===== src/rtl/squeeze_pkg.sv =====
package squeeze_pkg;

	////////////////////////////////////////////////////////////////////////////
	// Datapath widths
	////////////////////////////////////////////////////////////////////////////

	// Pixel, weight and output value
	localparam int PIX_W = 16;
	// Accumulator and bias
	localparam int ACC_W = 32;
	// Requantization shift, Q14 products back to pixel scale
	localparam int FRAC_SHIFT = 14;

	// Side band that rides along with each registered pixel
	typedef struct packed {
		logic valid;   // pixel accepted this cycle
		logic last;    // pixel closes an output pixel
	} tap_ctrl_t;

	// Layer sequencer states
	typedef enum logic {
		SEQ_RUN  = 1'b0,
		SEQ_DONE = 1'b1
	} seq_state_t;

	////////////////////////////////////////////////////////////////////////////
	// Coefficient rule, shared by the ROM and the reference model
	////////////////////////////////////////////////////////////////////////////

	// Small signed weight, roughly +-2^10, from a hash of tap and lane
	function automatic logic signed [PIX_W-1:0] coeff_weight(input int tap, input int lane);
		int h;
		h = ((tap * 73) ^ (lane * 151)) + tap * lane * 11 + 29;
		h = h % 2047;
		return PIX_W'(h - 1023);
	endfunction

	// Per lane bias; every fourth lane gets a large offset so the slice wraps
	function automatic logic signed [ACC_W-1:0] coeff_bias(input int lane);
		int h;
		h = (lane * 977 + 311) % 4001;
		h = (h - 2000) * 2048;
		if (lane % 4 == 3)
			h = h + 536870912;
		return ACC_W'(h);
	endfunction

endpackage


===== src/rtl/requant_relu.sv =====
`timescale 1ns/1ps

module requant_relu #(
	parameter int LANES = 8
) (
	input  logic                                      clk,
	input  logic                                      rst,
	input  logic                                      sum_valid,
	input  logic [LANES-1:0][squeeze_pkg::ACC_W-1:0]  sums,
	input  logic [LANES-1:0][squeeze_pkg::ACC_W-1:0]  biases,
	output logic [LANES-1:0][squeeze_pkg::PIX_W-1:0]  ofm,
	output logic                                      ofm_sample
);

	// Slice bounds inside the biased sum
	localparam int SLICE_LO = squeeze_pkg::FRAC_SHIFT;
	localparam int SLICE_HI = squeeze_pkg::FRAC_SHIFT + squeeze_pkg::PIX_W - 2;
	localparam int SIGN_BIT = squeeze_pkg::ACC_W - 1;

	logic [LANES-1:0][squeeze_pkg::ACC_W-1:0] biased;

	////////////////////////////////////////////////////////////////////////////
	// Bias, ReLU and requantization
	////////////////////////////////////////////////////////////////////////////

	// 32-bit add, overflow wraps
	always_comb begin
		for (int i = 0; i < LANES; i++) begin
			biased[i] = sums[i] + biases[i];
		end
	end

	// Negative clamps to zero
	// Bits above SLICE_HI are dropped, large sums wrap
	always_ff @(posedge clk) begin
		if (sum_valid) begin
			for (int i = 0; i < LANES; i++) begin
				if (biased[i][SIGN_BIT])
					ofm[i] <= '0;
				else
					ofm[i] <= {1'b0, biased[i][SLICE_HI:SLICE_LO]};
			end
		end
	end

	// Strobe, one cycle after the sums
	always_ff @(posedge clk) begin
		if (rst)
			ofm_sample <= 1'b0;
		else
			ofm_sample <= sum_valid;
	end

	// Back to back strobes only follow back to back sums
	a_strobe_spacing: assert property (@(posedge clk) disable iff (rst)
		(ofm_sample && $past(ofm_sample)) |-> ($past(sum_valid) && $past(sum_valid, 2)));

endmodule


===== config.mk =====
export PLATFORM = sky130hd
export DESIGN_NAME = requant_relu
export DESIGN_NICKNAME = d
export VERILOG_FILES = /design/src/rtl/squeeze_pkg.sv /design/src/rtl/requant_relu.sv
export SDC_FILE = /design/constraint.sdc
export NUM_CORES = 1
export LEC_CHECK = 0
export BUFFER_PORTS_ARGS = -buffer_cell sky130_fd_sc_hd__buf_4
export CAP_MARGIN = 20
export CORE_AREA = 2 2 250 252
export CTS_BUF_LIST = sky130_fd_sc_hd__clkbuf_4 sky130_fd_sc_hd__clkbuf_8
export CTS_CLUSTER_SIZE = 14
export DETAILED_ROUTE_END_ITERATION = 10
export DIE_AREA = 0 0 252 254
export SLEW_MARGIN = 20
export SYNTH_ARGS = -nofsm -noshare
export SYNTH_HDL_FRONTEND = slang
export SYNTH_SLANG_ARGS = --single-unit

===== constraint.sdc =====
create_clock -name clk -period 3.3 [get_ports clk]
set_input_delay 0.66 -clock clk [delete_from_list [all_inputs] [get_ports clk]]
set_output_delay 0.66 -clock clk [all_outputs]
set_load 0.03 [all_outputs]

==> flow_metrics.env <==
export IMPL_ir_drop_mv=0.2742
export IMPL_max_freq_mhz=347.7
export IMPL_syn2layout_area_growth_pct=50.39
export IMPL_first_global_vias=13690
export IMPL_wl_per_cell_um=18.05
export IMPL_die_area_mm2=0.06401
export IMPL_period_needed_ns=2.876
export IMPL_async_reset_ff_share_pct=0
export IMPL_post_synth_instance_area_mm2=0.01277
export IMPL_gp_congestion=0.9561
export IMPL_slew_headroom_pct=46.11
export IMPL_drt_iter0_drc=653
export IMPL_required_ns=3.64
export IMPL_synth_edf_count=120
export IMPL_grt_overflow=0
export IMPL_ys_dominant_reg_cell="edfxtp_1"
export IMPL_p_per_area_mw_per_mm2=369.4
export IMPL_fp_coreArea_mm2=0.06126
export IMPL_die_h_um=254
export IMPL_numCtsBuffers=17
export IMPL_start_kind="input port"
export IMPL_track_usage_pct=15.51
export IMPL_cts_buffer_depth=2
export IMPL_fin_cells=2846
export IMPL_post_place_ws_ns=-0.1871
export IMPL_synth_compound_area_share_pct=22.18
export IMPL_io_pin_count=644
export IMPL_synth_xor_area_share_pct=7.367
export IMPL_status="finished, final reports clean"
export IMPL_dp_cells=2812
export IMPL_final_nets=2796
export IMPL_detail_route_antenna_nets=0
export IMPL_post_cts_buffers=0
export IMPL_fp_row_count=91
export IMPL_rsz0062_at_grt="no"
export IMPL_grt_antenna_before_repair=2
export IMPL_maxSlewViolCount=0
export IMPL_dr_pass1_iters=7
export IMPL_port_buffers=635
export IMPL_ys_warnings_count=0
export IMPL_cts_repair_resized=0
export IMPL_seq_area_frac_synth_pct=28.37
export IMPL_ctsHoldBuffers=0
export IMPL_multi_input_area_mm2=0.008859
export IMPL_cp_arrival_ns=3.22
export IMPL_drv_cap=0
export IMPL_synth_top_family_by_area="adder cells"
export IMPL_leakagePower_nw=8.999
export IMPL_hpwl_um=44660
export IMPL_initial_core_util_pct=20.85
export IMPL_synth_avg_cell_area_um2=9.418
export IMPL_synth_cell_types=73
export IMPL_path_max_fanout=9
export IMPL_viasPerCell=4.666
export IMPL_fillers=6414
export IMPL_htreeDepth=4
export IMPL_seqCellArea_mm2=0.003623
export IMPL_critPathKind="input port to flop"
export IMPL_worst_slack_ns=0.4236
export IMPL_grt_max_degree=68
export IMPL_synth_fa_ha_area_share_pct=23.51
export IMPL_cts_num_sinks=121
export IMPL_drc=0
export IMPL_cts_tree="done"
export IMPL_wl_um=51370
export IMPL_synth_simple_area_share_pct=15.83
export IMPL_tightestPinTransition_ns=0.8044
export IMPL_period_share_pct=87.16
export IMPL_finalHoldViolCount=0
export IMPL_grt_pass1_wl_um=76290
export IMPL_clk_pin_slew_worst_paths_ns=0.08
export IMPL_endpoint_kind="flop"
export IMPL_dr_total_vias=13280
export IMPL_synthCells=1356
export IMPL_hold_path_class="input port to flop"
export IMPL_yosys_register_bits=121
export IMPL_setup_violations=0
export IMPL_cts_root_buf="clkbuf_8"
export IMPL_drive_gt1_share_pct=36.19
export IMPL_synthMuxAreaShare_pct=0.2351
export IMPL_die_x_um=252
==> routing by layer <==
layer / up-vias / wire length [µm] / global-route usage, %
met3: 58 / 2900 / 3.206
met5: - / 0 / 0
met2: 452 / 25920 / 27.82
met4: 0 / 1266 / 5.714
met1: 6200 / 21280 / 18.13
li1: 6569 / - / -
==> worst max-delay path: stages <==
cell and delay, ns:
buf_4 0.12, ha_1 0.29, a21oi_1 0.27, a21oi_1 0.18, o211ai_1 0.37, nand3_2 0.19, a31oi_4 0.22, o221ai_2 0.17
a31oi_4 0.21, xnor2_2 0.11, buf_12 0.16, nor3_1 0.25
==> registers in the layout, summed over array words and instances (netlist names) <==
signal and count:
ofm_sample 1, ofm 120
==> synthesized netlist by cell type, types with 11 or more instances <==
cell type	count	area, µm²
a211oi_1	16	120.1
a21o_1	58	435.4
a21oi_1	136	680.7
a31oi_1	34	212.7
and2_1	17	106.4
and3_1	28	175.2
edfxtp_1	120	3603
ha_1	240	3003
inv_1	48	180.2
nand2_1	69	259.0
nand3_1	23	115.1
nand4_1	42	262.8
nor2_1	112	420.4
nor2b_1	18	112.6
nor3_1	37	185.2
o211ai_1	11	82.58
o21a_1	14	105.1
o21ai_0	73	365.4
o21ai_1	12	60.06
o21bai_1	17	127.6
xnor2_1	60	525.5
xor2_1	40	350.3
==> cells in the final DEF (no fill, tap or decap), types with 37 or more instances in the layout <==
cell type / count
a21o_1: 58
a21oi_1: 136
buf_4: 670
edfxtp_1: 120
ha_1: 240
inv_1: 48
nand2_1: 69
nand4_1: 42
nor2_1: 112
nor3_1: 37
o21ai_0: 73
xnor2_1: 60
xor2_1: 40
==> per-stage QoR <==
step / area, µm² / power (mW) / utilization (%) / TNS [ns] / hold slack [ns]
2_1_floorplan: 12800 / 4.152 / - / 0 / 0.7316
3_3_place_gp: 18810 / 5.645 / 30.71 / -0.4999 / 0.8156
3_5_place_dp: 18810 / 5.704 / 30.71 / -2.668 / 0.8179
4_1_cts: 19200 / 7.223 / 31.34 / 0 / 0.1772
5_1_grt: 19200 / 7.559 / 31.35 / 0 / 0.2347
6_report: 19210 / 7.095 / 31.35 / 0 / 0.2779
==> cells by family (layout without fill, tap and decap cells) <==
logic type	count (synthesis)	after routing
compound gates	427	427
xor+xnor	104	104
fa+ha+maj	240	240
buf+inv	66	756
flops	121	121
mux	3	3
other cells	1	11
simple gates	394	394
==> cell type report <==
type                            count  share of cell area [%]
Timing Repair Buffer              677                   26.87
Clock inverter                     11                  0.6775
Multi-Input combinational cell   1176                   46.12
Antenna cell                        3                 0.03909
Inverter                           48                  0.9381
Tap cell                          790                   5.147
Clock buffer                       20                   1.336
Sequential cell                   121                   18.87
==> power by group <==
group          switching (mW)  internal [mW]  leakage (nW)
clock                   0.693          0.752         0.193
combinational            1.96           1.57          7.64
sequential             0.0833           2.03          1.17
==> worst paths after layout <==
path	cells after the start	from	slack, ns	endpoint
setup / recovery	12	sums[226]	0.42	ofm[119]
hold / removal	2	rst	0.28	ofm_sample
Note: power is estimated with default switching activity, not from simulation.
