## src/rtl/squeeze_pkg.sv

```systemverilog
package squeeze_pkg;

	////////////////////////////////////////////////////////////////////////////
	// Datapath widths
	////////////////////////////////////////////////////////////////////////////

	// Pixel, weight and output value
	localparam int PIX_W = 16;
	// Accumulator and bias
	localparam int ACC_W = 32;
	// Requantization shift, Q14 products back to pixel scale
	localparam int FRAC_SHIFT = 14;

	// Side band that rides along with each registered pixel
	typedef struct packed {
		logic valid;   // pixel accepted this cycle
		logic last;    // pixel closes an output pixel
	} tap_ctrl_t;

	// Layer sequencer states
	typedef enum logic {
		SEQ_RUN  = 1'b0,
		SEQ_DONE = 1'b1
	} seq_state_t;

	////////////////////////////////////////////////////////////////////////////
	// Coefficient rule, shared by the ROM and the reference model
	////////////////////////////////////////////////////////////////////////////

	// Small signed weight, roughly +-2^10, from a hash of tap and lane
	function automatic logic signed [PIX_W-1:0] coeff_weight(input int tap, input int lane);
		int h;
		h = ((tap * 73) ^ (lane * 151)) + tap * lane * 11 + 29;
		h = h % 2047;
		return PIX_W'(h - 1023);
	endfunction

	// Per lane bias; every fourth lane gets a large offset so the slice wraps
	function automatic logic signed [ACC_W-1:0] coeff_bias(input int lane);
		int h;
		h = (lane * 977 + 311) % 4001;
		h = (h - 2000) * 2048;
		if (lane % 4 == 3)
			h = h + 536870912;
		return ACC_W'(h);
	endfunction

endpackage

```

## src/rtl/coeff_rom.sv

```systemverilog
`timescale 1ns/1ps

module coeff_rom #(
	parameter int LANES = 8,
	parameter int TAPS  = 18
) (
	input  logic                                       clk,
	input  logic [$clog2(TAPS)-1:0]                    tap_addr,
	output logic [LANES-1:0][squeeze_pkg::PIX_W-1:0]   weights,
	output logic [LANES-1:0][squeeze_pkg::ACC_W-1:0]   biases
);

	// One ROM word per tap, holding the weights of all lanes
	typedef logic [TAPS-1:0][LANES-1:0][squeeze_pkg::PIX_W-1:0] rom_t;
	typedef logic [LANES-1:0][squeeze_pkg::ACC_W-1:0] bias_t;

	////////////////////////////////////////////////////////////////////////////
	// Table build at elaboration
	////////////////////////////////////////////////////////////////////////////

	function automatic rom_t build_rom();
		rom_t t;
		for (int a = 0; a < TAPS; a++) begin
			for (int l = 0; l < LANES; l++) begin
				t[a][l] = squeeze_pkg::coeff_weight(a, l);
			end
		end
		return t;
	endfunction

	function automatic bias_t build_bias();
		bias_t b;
		for (int l = 0; l < LANES; l++) begin
			b[l] = squeeze_pkg::coeff_bias(l);
		end
		return b;
	endfunction

	localparam rom_t  ROM  = build_rom();
	localparam bias_t BIAS = build_bias();

	// Registered read, one cycle latency
	// Lines up with the pixel register in the sequencer
	always_ff @(posedge clk) begin
		weights <= ROM[tap_addr];
	end

	// Biases are constant for the whole layer
	assign biases = BIAS;

endmodule

```

## config.mk

```make
export PLATFORM = sky130hd
export DESIGN_NAME = coeff_rom
export DESIGN_NICKNAME = d
export VERILOG_FILES = /design/src/rtl/squeeze_pkg.sv /design/src/rtl/coeff_rom.sv
export SDC_FILE = /design/constraint.sdc
export NUM_CORES = 1
export LEC_CHECK = 0
export BUFFER_PORTS_ARGS = -buffer_cell sky130_fd_sc_hd__buf_2
export CORE_AREA = 2 2 152 154
export CTS_CLUSTER_SIZE = 30
export DETAILED_ROUTE_END_ITERATION = 10
export DIE_AREA = 0 0 154 156
export SYNTH_ARGS = -nofsm -noshare
export SYNTH_HDL_FRONTEND = slang
export SYNTH_SLANG_ARGS = --single-unit
```

## constraint.sdc

```tcl
create_clock -name clk -period 1.9 [get_ports clk]
set_input_delay 0.095 -clock clk [delete_from_list [all_inputs] [get_ports clk]]
set_output_delay 0.095 -clock clk [all_outputs]
set_load 0.03 [all_outputs]
```

==> metrics.md <==
| Metric | Value |
|---|---|
| Vias/cell | 3.64 |
| Crit path setup slack, layout | 0.626 ns |
| Post-layout utilization of the core | 24.1% |
| Worst min-delay path class | primary input to register |
| Pwr dens | 999 nW/um^2 |
| Post-detailed-placement half-perimeter wirelength | 9.36 mm |
| Global placement routability congestion | 0.895 |
| First-pass GRT wire length | 16.3 mm |
| Core Rows | 55 |
| DRC violation count after routing | 0 |
| Starting Density | 24.3% |
| Violation count after the first detailed-route iteration | 211 |
| Max cap viols | 0 |
| Slew Limit Fails | 0 |
| Reg with most FFs | weights |
| Path type of the worst setup path | primary input to register |
| Place WS | 0.273 ns |
| Leading register cell type out of synthesis | sky130_fd_sc_hd__dfxtp_1 |
| Largest net degree at the start of global routing | 31 |
| Worst rel slew slack | 64.4% |
| Net Sw Frac | 39.7% |
| DR vias | 3697 |
| Ratio of cells with drive above 1 in the final layout | 24.7% |
| TritonCTS clock tree | built |
| Buf+Inv Stages, Crit Path | 3 |
| Master of the slowest instance on the critical path | sky130_fd_sc_hd__ha_1 |
| Maximum net fanout on the critical path | 8 |
| Internal power | 3.25 mW |
| Synth cell types | 58 |
| Vias in the first global route | 2809 |
| Total global routing overflow | 0 |
| Number of I/O port buffers | 130 |
| Minimum period implied by the final worst setup slack | 1.27 ns |
| Fraction of registers with async set or reset after synthesis | 0% |
| Final Cell Area | 5390 sq um |
| RSZ-0062 raised after global routing | no |
| ANT cells | 0 |
| Static Leakage | 2.81 nW |
| Clock slew at reported path FFs | 0.06 ns |
| Area growth from synthesis to layout | -0.829% |
| Initial antenna violation count | 0 |
| Largest registers in the final layout | weights (74) |
| Fin. Hold Viols | 0 |
| Cell chosen for the clock root | sky130_fd_sc_hd__clkbuf_16 |
| Drt first pass iters | 5 |
| Setup TNS | 0 ns |
| P_sw | 2.14 mW |
| Crit path capture type | register |
| Floorplan die area | 24000 sq um |
| Data required time of the critical path | 2.15 ns |
| Arrival time at the worst endpoint | 1.52 ns |
| Power share of the clock group | 35.2% |
| Post-cts repair resize count | 0 |
| Num Clock Sinks | 74 |
| Count of synthesis-stage warnings from yosys | 0 |
| Number of H-tree levels | 3 |
| Cells along the critical path | buf_2 > inv_1 > ha_1 > buf_4 > nor2_2 > o22ai_1 > a221oi_1 |
| Synthesized area per cell | 8.42 sq um |
| Total cell area at the placement stage | 5050 sq um |
| Post-synthesis sequential area ratio | 27.2% |
| Flop and latch count out of synthesis | 74 |
| FMAX | 785 MHz |
| Launching element type of the critical path | primary input |
| Hold buffer count at cts | 0 |
| # IOs | 390 |
| Number of buffers added for setup after CTS | 0 |
| Share of the clock period used by the worst path after layout | 67.0% |
| Slew at the pin closest to its max-slew limit | 0.535 ns |
| Net count of the finished layout | 745 |
| Flip-flop count of the largest register after layout | 74 |
| Vertical die dimension | 156 um |
| Portion of total power attributed to combinational logic | 32.5% |
| Worst hold slack | 0.136 ns |
| Sequential share of power | 32.3% |
| Run status | finished clean |
| Wire length after detailed routing | 12.0 mm |
| Total routing resource utilization after global routing | 8.83% |
| Post-synth EDFFs | 0 |
| # setup viols final | 0 |
| Antenna violation net count after detailed routing | 0 |
| Clock buffers created by TritonCTS | 9 |
| Instance count of the mapped netlist | 646 |
| Placeable core region | 22400 sq um |
| Average detailed-routed wire length per instance | 11.8 um |
| Peak per-stage delay on the critical path | 0.38 ns |
| Max Root-Sink Buffers | 2 |
| Overall die width | 154 um |
| Largest voltage drop on the vdd net | 0.000303 V |
| Netlist area before placement | 5440 sq um |
| Largest delay contributor family on the critical path | buffers and inverters |
[power groups by stage]
stage | clock network [mW] | logic, mW | registers [mW]
after floorplan | 0 | 1.65 | 2.04
final | 1.89 | 1.75 | 1.74
after CTS | 1.94 | 1.74 | 1.74
after global routing | 2.00 | 1.84 | 1.75
after global placement | 0 | 1.74 | 1.77
after detailed placement | 0 | 1.74 | 1.77
[area by class of cell]
| cell class | count | area, sq um |
|---|---|---|
| clock inverter | 3 | 68.8 |
| fill | 2464 | 17000 |
| timing repair buffer | 152 | 816 |
| multi-input combinational | 479 | 2360 |
| tap | 285 | 357 |
| inverter | 11 | 41.3 |
| sequential | 74 | 1480 |
| clock buffer | 13 | 270 |
[worst paths after layout]
path	startpoint	cells after the start	endpoint
setup / recovery	tap_addr[1]	7	weights[72]
hold / removal	tap_addr[0]	2	weights[51]
[stage by stage]
| step | power, mW | instances |
|---|---|---|
| floorplan | 3.68 | 903 |
| global placement | 3.51 | 1001 |
| detailed placement | 3.51 | 1001 |
| CTS | 5.42 | 1017 |
| global route | 5.59 | 1017 |
| finish | 5.38 | 1017 |
[synthesized netlist by cell type, types with 4 or more instances]
cell type	instances	area, sq um
sky130_fd_sc_hd__a211oi_1	4	30.0
sky130_fd_sc_hd__a21o_1	4	30.0
sky130_fd_sc_hd__a21oi_1	23	115
sky130_fd_sc_hd__a311oi_1	5	43.8
sky130_fd_sc_hd__buf_2	16	80.1
sky130_fd_sc_hd__buf_4	313	2350
sky130_fd_sc_hd__buf_6	5	56.3
sky130_fd_sc_hd__clkbuf_1	4	15.0
sky130_fd_sc_hd__dfxtp_1	74	1480
sky130_fd_sc_hd__ha_1	12	150
sky130_fd_sc_hd__inv_1	9	33.8
sky130_fd_sc_hd__nand2_1	21	78.8
sky130_fd_sc_hd__nand2b_1	5	31.3
sky130_fd_sc_hd__nand3_1	12	60.1
sky130_fd_sc_hd__nor2_1	21	78.8
sky130_fd_sc_hd__nor2b_1	12	75.1
sky130_fd_sc_hd__nor3_1	16	80.1
sky130_fd_sc_hd__nor3b_1	4	30.0
sky130_fd_sc_hd__o211ai_1	6	45.0
sky130_fd_sc_hd__o21a_1	4	30.0
sky130_fd_sc_hd__o21ai_0	22	110
[cells in the final DEF, fill, tap and decap left out, types with 3 or more instances in the layout]
cell type                   instances
sky130_fd_sc_hd__clkbuf_16          9
sky130_fd_sc_hd__buf_4             22
sky130_fd_sc_hd__o21ai_0           22
sky130_fd_sc_hd__ha_1              12
sky130_fd_sc_hd__o21ai_1            3
sky130_fd_sc_hd__dfxtp_1           74
sky130_fd_sc_hd__and2_1             3
sky130_fd_sc_hd__buf_2            130
sky130_fd_sc_hd__a21oi_1           23
sky130_fd_sc_hd__clkbuf_8           3
sky130_fd_sc_hd__o211ai_1           6
sky130_fd_sc_hd__nand3_1           12
sky130_fd_sc_hd__inv_1              9
sky130_fd_sc_hd__nor2_1            21
sky130_fd_sc_hd__nor3_1            16
sky130_fd_sc_hd__nand2_1           21
sky130_fd_sc_hd__nor3b_1            4
sky130_fd_sc_hd__nand2b_1           5
sky130_fd_sc_hd__nor2b_1           12
sky130_fd_sc_hd__o311ai_0           3
sky130_fd_sc_hd__o21a_1             4
sky130_fd_sc_hd__conb_1           259
sky130_fd_sc_hd__a311oi_1           5
sky130_fd_sc_hd__a211oi_1           4
sky130_fd_sc_hd__a21o_1             4
sky130_fd_sc_hd__o22ai_1            3
[layer usage]
| metal | up-vias | GRT usage (%) | part of all wire, % |
|---|---|---|---|
| li1 | 1699 | - | - |
| met1 | 1688 | 10.1 | 37 |
| met2 | 291 | 15.4 | 51 |
| met3 | 19 | 2.19 | 10 |
| met4 | 0 | 4.32 | 2.4 |
| met5 | - | 0 | 0 |
[kinds of logic (layout without fill, tap and decap cells)]
| kind of cell | after synthesis | count (layout) | synth area share (%) |
|---|---|---|---|
| buffers and inverters | 350 | 179 | 47.1 |
| AND/OR/NAND/NOR | 111 | 111 | 10.7 |
| AO/OA/AOI/OAI | 94 | 94 | 11.4 |
| flip-flops | 74 | 74 | 27.2 |
| adder cells (fa/ha/maj) | 12 | 12 | 2.76 |
| other | 2 | 259 | 0.138 |
| multiplexers | 2 | 2 | 0.460 |
| XOR/XNOR | 1 | 1 | 0.161 |
Note: power is estimated with default switching activity, not from simulation.
