### config.mk
export PLATFORM = sky130hd
export DESIGN_NAME = layer_sequencer
export DESIGN_NICKNAME = d
export VERILOG_FILES = /design/src/rtl/squeeze_pkg.sv /design/src/rtl/layer_sequencer.sv
export SDC_FILE = /design/constraint.sdc
export NUM_CORES = 1
export LEC_CHECK = 0
export BUFFER_PORTS_ARGS = -buffer_cell sky130_fd_sc_hd__buf_4
export CAP_MARGIN = 5
export CORE_MARGIN = 3
export CORE_UTILIZATION = 49
export DETAILED_ROUTE_END_ITERATION = 12
export PLACE_DENSITY = 0.92
export SLEW_MARGIN = 10
export SYNTH_ARGS = -nofsm -noshare
export SYNTH_HDL_FRONTEND = slang
export SYNTH_SLANG_ARGS = --single-unit
### constraint.sdc
create_clock -name clk -period 3.2 [get_ports clk]
set_input_delay 0.64 -clock clk [delete_from_list [all_inputs] [get_ports clk]]
set_output_delay 0.64 -clock clk [all_outputs]
set_load 0.05 [all_outputs]
### src/rtl/squeeze_pkg.sv
package squeeze_pkg;

	////////////////////////////////////////////////////////////////////////////
	// Datapath widths
	////////////////////////////////////////////////////////////////////////////

	// Pixel, weight and output value
	localparam int PIX_W = 16;
	// Accumulator and bias
	localparam int ACC_W = 32;
	// Requantization shift, Q14 products back to pixel scale
	localparam int FRAC_SHIFT = 14;

	// Side band that rides along with each registered pixel
	typedef struct packed {
		logic valid;   // pixel accepted this cycle
		logic last;    // pixel closes an output pixel
	} tap_ctrl_t;

	// Layer sequencer states
	typedef enum logic {
		SEQ_RUN  = 1'b0,
		SEQ_DONE = 1'b1
	} seq_state_t;

	////////////////////////////////////////////////////////////////////////////
	// Coefficient rule, shared by the ROM and the reference model
	////////////////////////////////////////////////////////////////////////////

	// Small signed weight, roughly +-2^10, from a hash of tap and lane
	function automatic logic signed [PIX_W-1:0] coeff_weight(input int tap, input int lane);
		int h;
		h = ((tap * 73) ^ (lane * 151)) + tap * lane * 11 + 29;
		h = h % 2047;
		return PIX_W'(h - 1023);
	endfunction

	// Per lane bias; every fourth lane gets a large offset so the slice wraps
	function automatic logic signed [ACC_W-1:0] coeff_bias(input int lane);
		int h;
		h = (lane * 977 + 311) % 4001;
		h = (h - 2000) * 2048;
		if (lane % 4 == 3)
			h = h + 536870912;
		return ACC_W'(h);
	endfunction

endpackage

### src/rtl/layer_sequencer.sv
`timescale 1ns/1ps

module layer_sequencer #(
	parameter int TAPS       = 18,
	parameter int OUT_PIXELS = 16
) (
	input  logic                                  clk,
	input  logic                                  rst,
	input  logic                                  layer_en,
	input  logic signed [squeeze_pkg::PIX_W-1:0]  ifm,
	input  logic                                  ofm_sample,
	input  logic                                  ram_feedback,
	output logic [$clog2(TAPS)-1:0]               tap_addr,
	output logic signed [squeeze_pkg::PIX_W-1:0]  pix_d,
	output squeeze_pkg::tap_ctrl_t                tap_ctrl,
	output logic                                  layer_finish
);

	localparam int TAP_W  = $clog2(TAPS);
	localparam int SAMP_W = $clog2(OUT_PIXELS + 1);
	localparam logic [TAP_W-1:0]  LAST_TAP    = TAP_W'(TAPS - 1);
	localparam logic [SAMP_W-1:0] LAST_SAMPLE = SAMP_W'(OUT_PIXELS - 1);

	squeeze_pkg::seq_state_t state;
	logic [TAP_W-1:0]        tap_cnt;
	logic [SAMP_W-1:0]       samp_cnt;
	logic                    accept;
	logic                    last_tap;
	logic                    fb_seen;

	// Pixel taken only while the layer still runs
	assign accept   = layer_en && (state == squeeze_pkg::SEQ_RUN);
	assign last_tap = (tap_cnt == LAST_TAP);

	////////////////////////////////////////////////////////////////////////////
	// Tap counter
	////////////////////////////////////////////////////////////////////////////

	// Holds on idle cycles, so a window may span gaps
	always_ff @(posedge clk) begin
		if (rst) begin
			tap_cnt <= '0;
		end else if (accept) begin
			if (last_tap)
				tap_cnt <= '0;
			else
				tap_cnt <= tap_cnt + 1'b1;
		end
	end

	// ROM address is the tap of the pixel on ifm now
	assign tap_addr = tap_cnt;

	// Pixel register, same stage as the ROM output
	always_ff @(posedge clk) begin
		if (accept)
			pix_d <= ifm;
	end

	// Control travels with the registered pixel
	always_ff @(posedge clk) begin
		if (rst) begin
			tap_ctrl <= '0;
		end else begin
			tap_ctrl.valid <= accept;
			tap_ctrl.last  <= accept && last_tap;
		end
	end

	////////////////////////////////////////////////////////////////////////////
	// Layer end and finish handshake
	////////////////////////////////////////////////////////////////////////////

	always_ff @(posedge clk) begin
		if (rst) begin
			samp_cnt <= '0;
			state    <= squeeze_pkg::SEQ_RUN;
		end else if (state == squeeze_pkg::SEQ_RUN && ofm_sample) begin
			samp_cnt <= samp_cnt + 1'b1;
			// Last output pixel of the layer
			if (samp_cnt == LAST_SAMPLE)
				state <= squeeze_pkg::SEQ_DONE;
		end
	end

	// Sticky, an early pulse also counts
	always_ff @(posedge clk) begin
		if (rst)
			fb_seen <= 1'b0;
		else if (ram_feedback)
			fb_seen <= 1'b1;
	end

	assign layer_finish = (state == squeeze_pkg::SEQ_DONE) && !fb_seen;

	// A valid pixel always comes from a cycle in which the layer still ran
	a_no_valid_after_done: assert property (@(posedge clk) disable iff (rst)
		tap_ctrl.valid |-> ($past(state) == squeeze_pkg::SEQ_RUN));

endmodule

==> results of run 1 <==
-- power by group through the flow --
stage | sequential [mW] | combinational (mW) | clock (mW)
2_1_floorplan | 0.521 | 0.0231 | 0
3_3_place_gp | 0.451 | 0.146 | 0
3_5_place_dp | 0.452 | 0.148 | 0
4_1_cts | 0.443 | 0.149 | 0.232
5_1_grt | 0.446 | 0.156 | 0.248
6_report | 0.443 | 0.148 | 0.225
-- cell type report --
type / count / share of cell area (%)
repair buffers: 44 / 21.85
clock buffers: 7 / 3.642
flip-flops and latches: 30 / 50.33
well taps: 27 / 2.235
multi-input cells: 44 / 20.86
clock inverters: 1 / 0.3311
inverters: 3 / 0.7450
-- cell families (layout without fill, tap and decap cells) --
family / count (synthesis) / count (layout) / synth area share, %
xor+xnor: 4 / 4 / 3.212
flops: 30 / 30 / 69.72
mux: 2 / 2 / 1.950
fa+ha+maj: 4 / 4 / 4.587
compound gates: 8 / 8 / 4.702
buf+inv: 4 / 55 / 1.376
simple gates: 26 / 26 / 14.45
-- final timing paths --
path           start  depth (start not counted)      endpoint  slack, ns
max            state                          2  layer_finish       1.46
min          fb_seen                          2       fb_seen       0.49
max reg2reg    state                          2      pix_d[3]       1.80
min reg2reg  fb_seen                          2       fb_seen       0.49
-- synthesized netlist by cell type, types with 2 or more instances --
master,number
inv_1,3
nor2b_1,2
a21oi_1,2
or3_1,2
xor2_1,2
nor2_1,12
edfxtp_1,16
o21ai_0,2
a211oi_1,2
ha_1,4
dfxtp_1,14
xnor2_1,2
-- layout by cell type, fill, tap and decap left out, drive strengths merged --
cell type and count:
clkbuf 7, nor3 1, o21ai 2, inv 3, clkinv 1, and3 1
xnor2 2, buf 44, ha 4, or3 2, dfxtp 14, nand3b 2
a21oi 3, o21bai 1, nand4bb 1, mux2i 1, nand2b 1, nor2b 3
mux2 1, nand4 1, edfxtp 16, xor2 2, nor2 12, nand3 1
a211oi 2, nand2 1
-- layer usage --
metal | part of all wire [%] | up-vias | global-route usage (%) | wire length [um]
met3 | 10 | 3 | 5.915 | 216
met5 | 0 | - | 0 | 0
met2 | 50 | 40 | 30.99 | 1066
met4 | 1.5 | 0 | 6.383 | 32
li1 | - | 374 | - | -
met1 | 38 | 351 | 15.66 | 815
-- metrics by stage --
step | utilization (%) | cell area [um2]
global placement | 71.08 | 1451
finish | 74.02 | 1511
CTS | 74.02 | 1511
detailed placement | 71.08 | 1451
floorplan | - | 1091
global route | 74.02 | 1511
-- worst max-delay path: cells and delay by family, from the launching register on --
| family | cells | cell delay (ns) |
|---|---|---|
| and+or+nand+nor | 1 | 0.16 |
| DFF | 1 | 0.43 |
| buffers and inverters | 1 | 0.20 |
-- sequential cells by signal, indices dropped and copies added, names as in the netlist --
register and flops:
pix_d 16, samp_cnt 5, tap_addr 5, tap_ctrl 2
fb_seen 1, state 1
==> metrics.cfg, run 1 <==
[status]
status = completed

[layout]
diodes = 0
finalNonFillerCells = 156
nFillCells = 146
multi_input_area_um2 = 315.3
area.growth.synth_to_final_pct = 38.53
fin_nets = 153
regArea_um2 = 760.7
drive_gt1_share_pct = 42.64

[critical_path]
crit_type = reg -> out
slowest_stage = dfxtp_1
end_kind = output pin
crit_fanout = 6
cp-start-kind = flip-flop
slowest_delay_ns = 0.43
worstPathRequired_ns = 2.56
crit_arrival_ns = 1.10
worstPathCellList = nor2b_1 -> buf_4

[timing]
fin_crit_sh_pct = 54.48
slew_headroom_pct = 56.34
rsz0062_at_grt = no
setup_ws_ns = 1.457
min_period_ns = 1.743
final.setup_skew_ns = 0.01037
hold_viol = 0
worstMarginPinSlew_ns = 0.6541
worst_hold_slack_ns = 0.4877
tns_ns = 0
fmax_mhz = 573.6
drv_slew = 0
setup_viol = 0

[routing]
post-route-drc-count = 0
wirelength_mm = 2.130
vias = 768
via_per_inst = 4.923
first_iter_violations = 15
drt-pass1-iter-count = 4
ant_nets = 0
avgRoutedWirePerCell_um = 13.65

[yosys]
synth_edf_count = 16
syn-mean-instance-area_um2 = 13.99
synth_seq_cells = 30
ys_top_cells_by_area = edfxtp_1 44%, dfxtp_1 26%, ha_1 4.6%, nor2_1 4.1%, nand3b_4 1.8%
synth_nets = 103
yosysUniqueCellTypes = 27
synth_top_flop_cell = edfxtp_1
synth-async-reset-ratio_pct = 0
synth_top_area_share_pct = 44.04
syn_inst = 78
netlist_area_um2 = 1091
seq_area_frac_synth_pct = 69.72
yosysTopAreaCell = edfxtp_1
yosysWarningCount = 0

[clock_network]
cts_resized = 0
htreeDepth = 2
holdBufCountCts = 0
clock_path_buffers = 2
tritoncts = yes
cts_inserted_buffers = 5
clk_latency_ns = 0.32
post_cts_buffers = 0
clock-root-buffer = clkbuf_4
cts_sinks = 30
clkTransAtPathRegs_ns = 0.09

[placement]
post-place-ws_ns = 1.490
gp_congestion = 0.6854
place_inst = 148
dp_hpwl_mm = 1.635
port_buffers = 44

[floorplan]
die_h_um = 53.19
io_pins = 45
fp-row-count = 16
initial_core_util_pct = 53.43
core_um2 = 2042
die-area_um2 = 2829
die_w_um = 53.19

[power_and_ir_drop]
power.total_mw = 0.8153
p_sw_share_pct = 27.91
leakage_nw = 0.6660
clkPwrFrac_pct = 27.6
p_comb_share_pct = 18.1
p_per_area_nw_per_um2 = 539.4
p_sw_mw = 0.2276
p_seq_share_pct = 54.3
ir_worst_vdd_mv = 0.4507
cell_internal_pwr_mw = 0.5877

[run]
maxCapViolCount = 0

[worst_hold_path]
hp-class = reg -> reg

[grt]
overflow = 0
grt_pass1_wl_mm = 3.187
antenna_found_initial = 0
grt_pass1_vias = 729
grtUsageTotal_pct = 16.34
grt_max_degree = 20

Note: power is estimated with default switching activity, not from simulation.
==> inputs of run 2 (changes only) <==
- CORE_UTILIZATION: 49 -> 41
- PLACE_DENSITY: 0.92 -> 0.84
- clock period: 3.2 -> 1.6 ns (I/O delays scaled with it)
==> run 2 against run 1 <==
Via count grew 3.1%. Critical path type unchanged. Worst hold slack lost 0.33 ns. Clock power increased by 86%. Clock-buffer cell count is 1 lower. Sequential power is 100% higher. Sequential share of layout area shrank 0.49 points. Final cell count is 2.6% higher. Die area up 17%. Highest routed layer unchanged. Critical endpoint unchanged.
==> metrics.cfg, run 2 (synthesis results as in run 1) <==
[status]
status = completed  ; unchanged

[layout]
final_common_cell = buf_4  ; unchanged
layout_common_cells = 44 x buf_4, 16 x edfxtp_1, 14 x dfxtp_1, 12 x nor2_1, 5 x clkbuf_4  ; unchanged
drive_gt1_share_pct = 43.08  ; was 42.64%
finalNonFillerCells = 160  ; was 156
diodes = 0  ; unchanged
area.growth.synth_to_final_pct = 39.91  ; was 38.53%
top_register = pix_d  ; unchanged
fin_nets = 154  ; was 153
largest_reg_flops = 16  ; unchanged

[routing]
vias = 792  ; was 768
ant_nets = 0  ; unchanged
via_per_inst = 4.950  ; was 4.923
avgRoutedWirePerCell_um = 13.44  ; was 13.65 um
post-route-drc-count = 0  ; unchanged
wirelength_mm = 2.151  ; was 2.130 mm
drt-pass1-iter-count = 4  ; unchanged
first_iter_violations = 22  ; was 15

[grt]
antenna_found_initial = 0  ; unchanged
grtUsageTotal_pct = 14.03  ; was 16.34%
grt_pass1_wl_mm = 3.346  ; was 3.187 mm
grt_max_degree = 20  ; unchanged
overflow = 0  ; unchanged
grt_pass1_vias = 740  ; was 729

[critical_path]
worstPathRequired_ns = 1.28  ; was 2.56 ns
slowest_stage = dfxtp_1  ; unchanged
crit_type = reg -> out  ; unchanged
cp-start-kind = flip-flop  ; unchanged
worstPathCellList = nor2b_1 -> buf_4  ; unchanged
ff2ff_setup_slack_ns = 0.27  ; was 1.80 ns
crit_fanout = 6  ; unchanged
cp_top_family = flip-flops  ; unchanged
end_kind = output pin  ; unchanged
slowest_delay_ns = 0.42  ; was 0.43 ns
crit_arrival_ns = 1.11  ; was 1.10 ns
path_buf_inv = 1  ; unchanged

[timing]
final.setup_skew_ns = 0.01147  ; was 0.01037 ns
worstMarginPinSlew_ns = 0.3831  ; was 0.6541 ns
slew_headroom_pct = 74.41  ; was 56.34%
fmax_mhz = 699.8
worst_hold_slack_ns = 0.1626  ; was 0.4877 ns
tns_ns = 0  ; unchanged
fin_crit_sh_pct = 89.32
rsz0062_at_grt = no  ; unchanged
setup_ws_ns = 0.1710  ; was 1.457 ns
setup_viol = 0  ; unchanged
drv_slew = 0  ; unchanged
hold_viol = 0  ; unchanged
min_period_ns = 1.429

[floorplan]
die-area_um2 = 3316  ; was 2829 um2
initial_core_util_pct = 43.64  ; was 53.43%
fp-row-count = 18  ; was 16
die_h_um = 57.59  ; was 53.19 um
io_pins = 45  ; unchanged
die_w_um = 57.59  ; was 53.19 um
core_um2 = 2500  ; was 2042 um2

[clock_network]
clock_path_buffers = 2  ; unchanged
clk_latency_ns = 0.33  ; was 0.32 ns
clock-root-buffer = clkbuf_4  ; unchanged
post_cts_buffers = 0  ; unchanged
cts_inserted_buffers = 5  ; unchanged
tritoncts = yes  ; unchanged
holdBufCountCts = 0  ; unchanged
htreeDepth = 2  ; unchanged
cts_sinks = 30  ; unchanged
cts_resized = 0  ; unchanged
clkTransAtPathRegs_ns = 0.10  ; was 0.09 ns

[power_and_ir_drop]
leakage_nw = 0.6722  ; was 0.6660 nW
p_per_area_nw_per_um2 = 1052  ; was 539.4 nW/um2
ir_worst_vdd_mv = 0.6692  ; was 0.4507 mV

[placement]
port_buffers = 44  ; unchanged
gp_congestion = 0.8397  ; was 0.6854
dp_hpwl_mm = 1.653  ; was 1.635 mm
post-place-ws_ns = 0.2738  ; was 1.490 ns
place_inst = 152  ; was 148

[worst_hold_path]
hp-class = in -> reg  ; was reg -> reg

[run]
maxCapViolCount = 0  ; unchanged

## run 2: changes by cell type in the layout (fill, tap and decap cells not counted)
cell / change
clkinv_2: +1
buf_12: +1
clkbuf_8: -1
## run 2: report_power, final
group | total (mW) | internal, mW | switching, mW
combinational | 0.302 | 0.106 | 0.196
clock | 0.418 | 0.167 | 0.251
sequential | 0.886 | 0.862 | 0.0242
total | 1.61 | 1.13 | 0.471
## run 2: final cells by class
class                      count  area, um2
clock inverter                 2      10.01
tap                           30      37.54
timing repair buffer          45      350.3
sequential                    30      760.7
inverter                       3      11.26
fill                         195      973.4
clock buffer                   6      41.29
multi-input combinational     44      315.3
## run 2: worst paths after layout
path | to | start | cells after the start
setup / recovery | layer_finish | state | 2
hold / removal | pix_d[12] | ifm[12] | 1
setup reg to reg | tap_addr[4] | tap_addr[0] | 4
hold reg to reg | fb_seen | fb_seen | 2
## run 2: worst reg2reg max path, stage by stage (launching register included)
cell	delay (ns)
dfxtp_1	0.43
ha_1	0.24
nand3b_4	0.09
or3_1	0.37
a21oi_2	0.15
## run 2: metal layers
layer / vias to the layer above / global-route usage (%) / share of wire, %
met1: 363 / 15.36 / 39
met3: 5 / 8.824 / 13
li1: 381 / - / -
met2: 43 / 22.58 / 47
met4: 0 / 3.974 / 1.3
met5: - / 0 / 0
## run 2: per-stage QoR
step	cell area (um2)	utilization [%]	total power, mW
2_1_floorplan	1091	-	1.088
3_3_place_gp	1475	59.01	1.198
3_5_place_dp	1475	59.01	1.208
4_1_cts	1526	61.06	1.619
5_1_grt	1526	61.06	1.690
6_report	1526	61.06	1.605
==> inputs of run 3 (changes only) <==
- REMOVE_ABC_BUFFERS: not set -> 1
==> run 3 against run 2 <==
Sequential cell count unchanged. Wire length down 1.4%. Critical path depth unchanged. Via count down 4.5%. Fmax down 0.89%. Sequential power about the same. Non-clock buffer count unchanged. Global-route usage up 0.43 points. Sequential share of layout area up 0.45 points. Design area down 0.90%. Power down 1.3%. Largest power group unchanged. Highest routed layer unchanged.
==> metrics.cfg, run 3 (synthesis results as in run 1) <==
[layout]
final_common_cell = buf_4  ; unchanged
layout_common_cells = 45 x buf_4, 16 x edfxtp_1, 14 x dfxtp_1, 12 x nor2_1, 5 x clkbuf_4  ; was 44 x buf_4, 16 x edfxtp_1, 14 x dfxtp_1, 12 x nor2_1, 5 x clkbuf_4
diodes = 0  ; unchanged
top_register = pix_d  ; unchanged
largest_reg_flops = 16  ; unchanged
drive_gt1_share_pct = 42.31  ; was 43.08%
area.growth.synth_to_final_pct = 38.65  ; was 39.91%
fin_nets = 154  ; unchanged

[placement]
port_buffers = 44  ; unchanged
dp_hpwl_mm = 1.648  ; was 1.653 mm
gp_congestion = 0.7651  ; was 0.8397

[timing]
hold_viol = 0  ; unchanged
fin_crit_sh_pct = 90.12  ; was 89.32%
tns_ns = 0  ; unchanged
fmax_mhz = 693.5  ; was 699.8 MHz
slew_headroom_pct = 75.42  ; was 74.41%
setup_viol = 0  ; unchanged
worstMarginPinSlew_ns = 0.3680  ; was 0.3831 ns
worst_hold_slack_ns = 0.1752  ; was 0.1626 ns
rsz0062_at_grt = no  ; unchanged
min_period_ns = 1.442  ; was 1.429 ns
drv_slew = 0  ; unchanged
final.setup_skew_ns = 0.005371  ; was 0.01147 ns

[routing]
vias = 756  ; was 792
avgRoutedWirePerCell_um = 13.26  ; was 13.44 um
first_iter_violations = 11  ; was 22
ant_nets = 0  ; unchanged
drt-pass1-iter-count = 2  ; was 4
wirelength_mm = 2.121  ; was 2.151 mm
post-route-drc-count = 0  ; unchanged
via_per_inst = 4.725  ; was 4.950

[floorplan]
io_pins = 45  ; unchanged
fp-row-count = 18  ; unchanged
core_um2 = 2500  ; unchanged
die_h_um = 57.59  ; unchanged
initial_core_util_pct = 43.64  ; unchanged
die-area_um2 = 3316  ; unchanged
die_w_um = 57.59  ; unchanged

[clock_network]
holdBufCountCts = 0  ; unchanged
clk_latency_ns = 0.32  ; was 0.33 ns
clock_path_buffers = 2  ; unchanged
tritoncts = yes  ; unchanged
cts_resized = 0  ; unchanged
htreeDepth = 2  ; unchanged
cts_sinks = 30  ; unchanged
clkTransAtPathRegs_ns = 0.09  ; was 0.10 ns
post_cts_buffers = 0  ; unchanged
clock-root-buffer = clkbuf_4  ; unchanged
cts_inserted_buffers = 5  ; unchanged

[critical_path]
worstPathRequired_ns = 1.28  ; about the same
crit_fanout = 6  ; unchanged
end_kind = output pin  ; unchanged
cp-start-kind = flip-flop  ; unchanged
crit_arrival_ns = 1.12  ; was 1.11 ns
rr_worst_depth = 4  ; unchanged
crit_type = reg -> out  ; unchanged

[grt]
grtUsageTotal_pct = 14.46  ; was 14.03%
grt_pass1_vias = 781  ; was 740
grt_max_degree = 17  ; was 20
grt_pass1_wl_mm = 3.539  ; was 3.346 mm
overflow = 0  ; unchanged
antenna_found_initial = 0  ; unchanged

[power_and_ir_drop]
p_per_area_nw_per_um2 = 1048  ; was 1052 nW/um2
leakage_nw = 0.6652  ; was 0.6722 nW
ir_worst_vdd_mv = 0.6015  ; was 0.6692 mV

[status]
status = completed  ; unchanged

[run]
maxCapViolCount = 0  ; unchanged

[worst_hold_path]
whs_path_depth = 1  ; unchanged
hp-class = in -> reg  ; unchanged

-- run 3: cell count changes in the layout (fill, tap and decap cells not counted) --
cell	previous run	this run
buf_12	1	0
buf_4	44	45
clkinv_1	0	1
clkinv_2	2	1
-- run 3: metrics by stage --
stage	instances	power, mW	area [um2]	util (%)	setup slack [ns]
global route	160	1.662	1513	60.51	0.08556
floorplan	77	1.085	1087	-	0.004901
finish	160	1.585	1513	60.51	0.1581
detailed placement	152	1.204	1463	58.51	0.2982
CTS	160	1.607	1513	60.51	0.1265
global placement	152	1.196	1463	58.51	0.3344
-- run 3: worst max-delay path, cell delays in order (launching register included) --
cell     delay, ns
dfxtp_1       0.43
nor2b_1       0.17
buf_4         0.21
-- run 3: worst paths after layout --
check	endpoint	slack [ns]	from
worst min-delay path	pix_d[10]	0.18	ifm[10]
worst max register to register	tap_addr[4]	0.30	tap_addr[0]
worst min register to register	fb_seen	0.48	fb_seen
worst max-delay path	layer_finish	0.16	state
-- run 3: cell type report --
class	instances	area [um2]
Sequential cell	30	760.7
Clock buffer	6	41.29
Inverter	3	11.26
Clock inverter	2	8.758
Tap cell	30	37.54
Timing Repair Buffer	45	337.8
Fill cell	210	987.2
Multi-Input combinational cell	44	315.3
-- run 3: per-layer routing --
metal,vias to the layer above,global-route usage [%],routed length (um),share of wire (%)
li1,376,-,-,-
met1,334,16.40,841,40
met2,41,23.23,975,46
met3,5,7.692,280,13
met4,0,4.967,23,1.1
met5,-,0,0,0
-- run 3: report_power, final --
group / internal (mW) / total, mW / switching, mW / leakage [nW]
Combinational: 0.103 / 0.299 / 0.196 / 0.364
Clock: 0.165 / 0.400 / 0.236 / 0.0297
Sequential: 0.862 / 0.885 / 0.0235 / 0.271
Total: 1.13 / 1.58 / 0.456 / 0.665
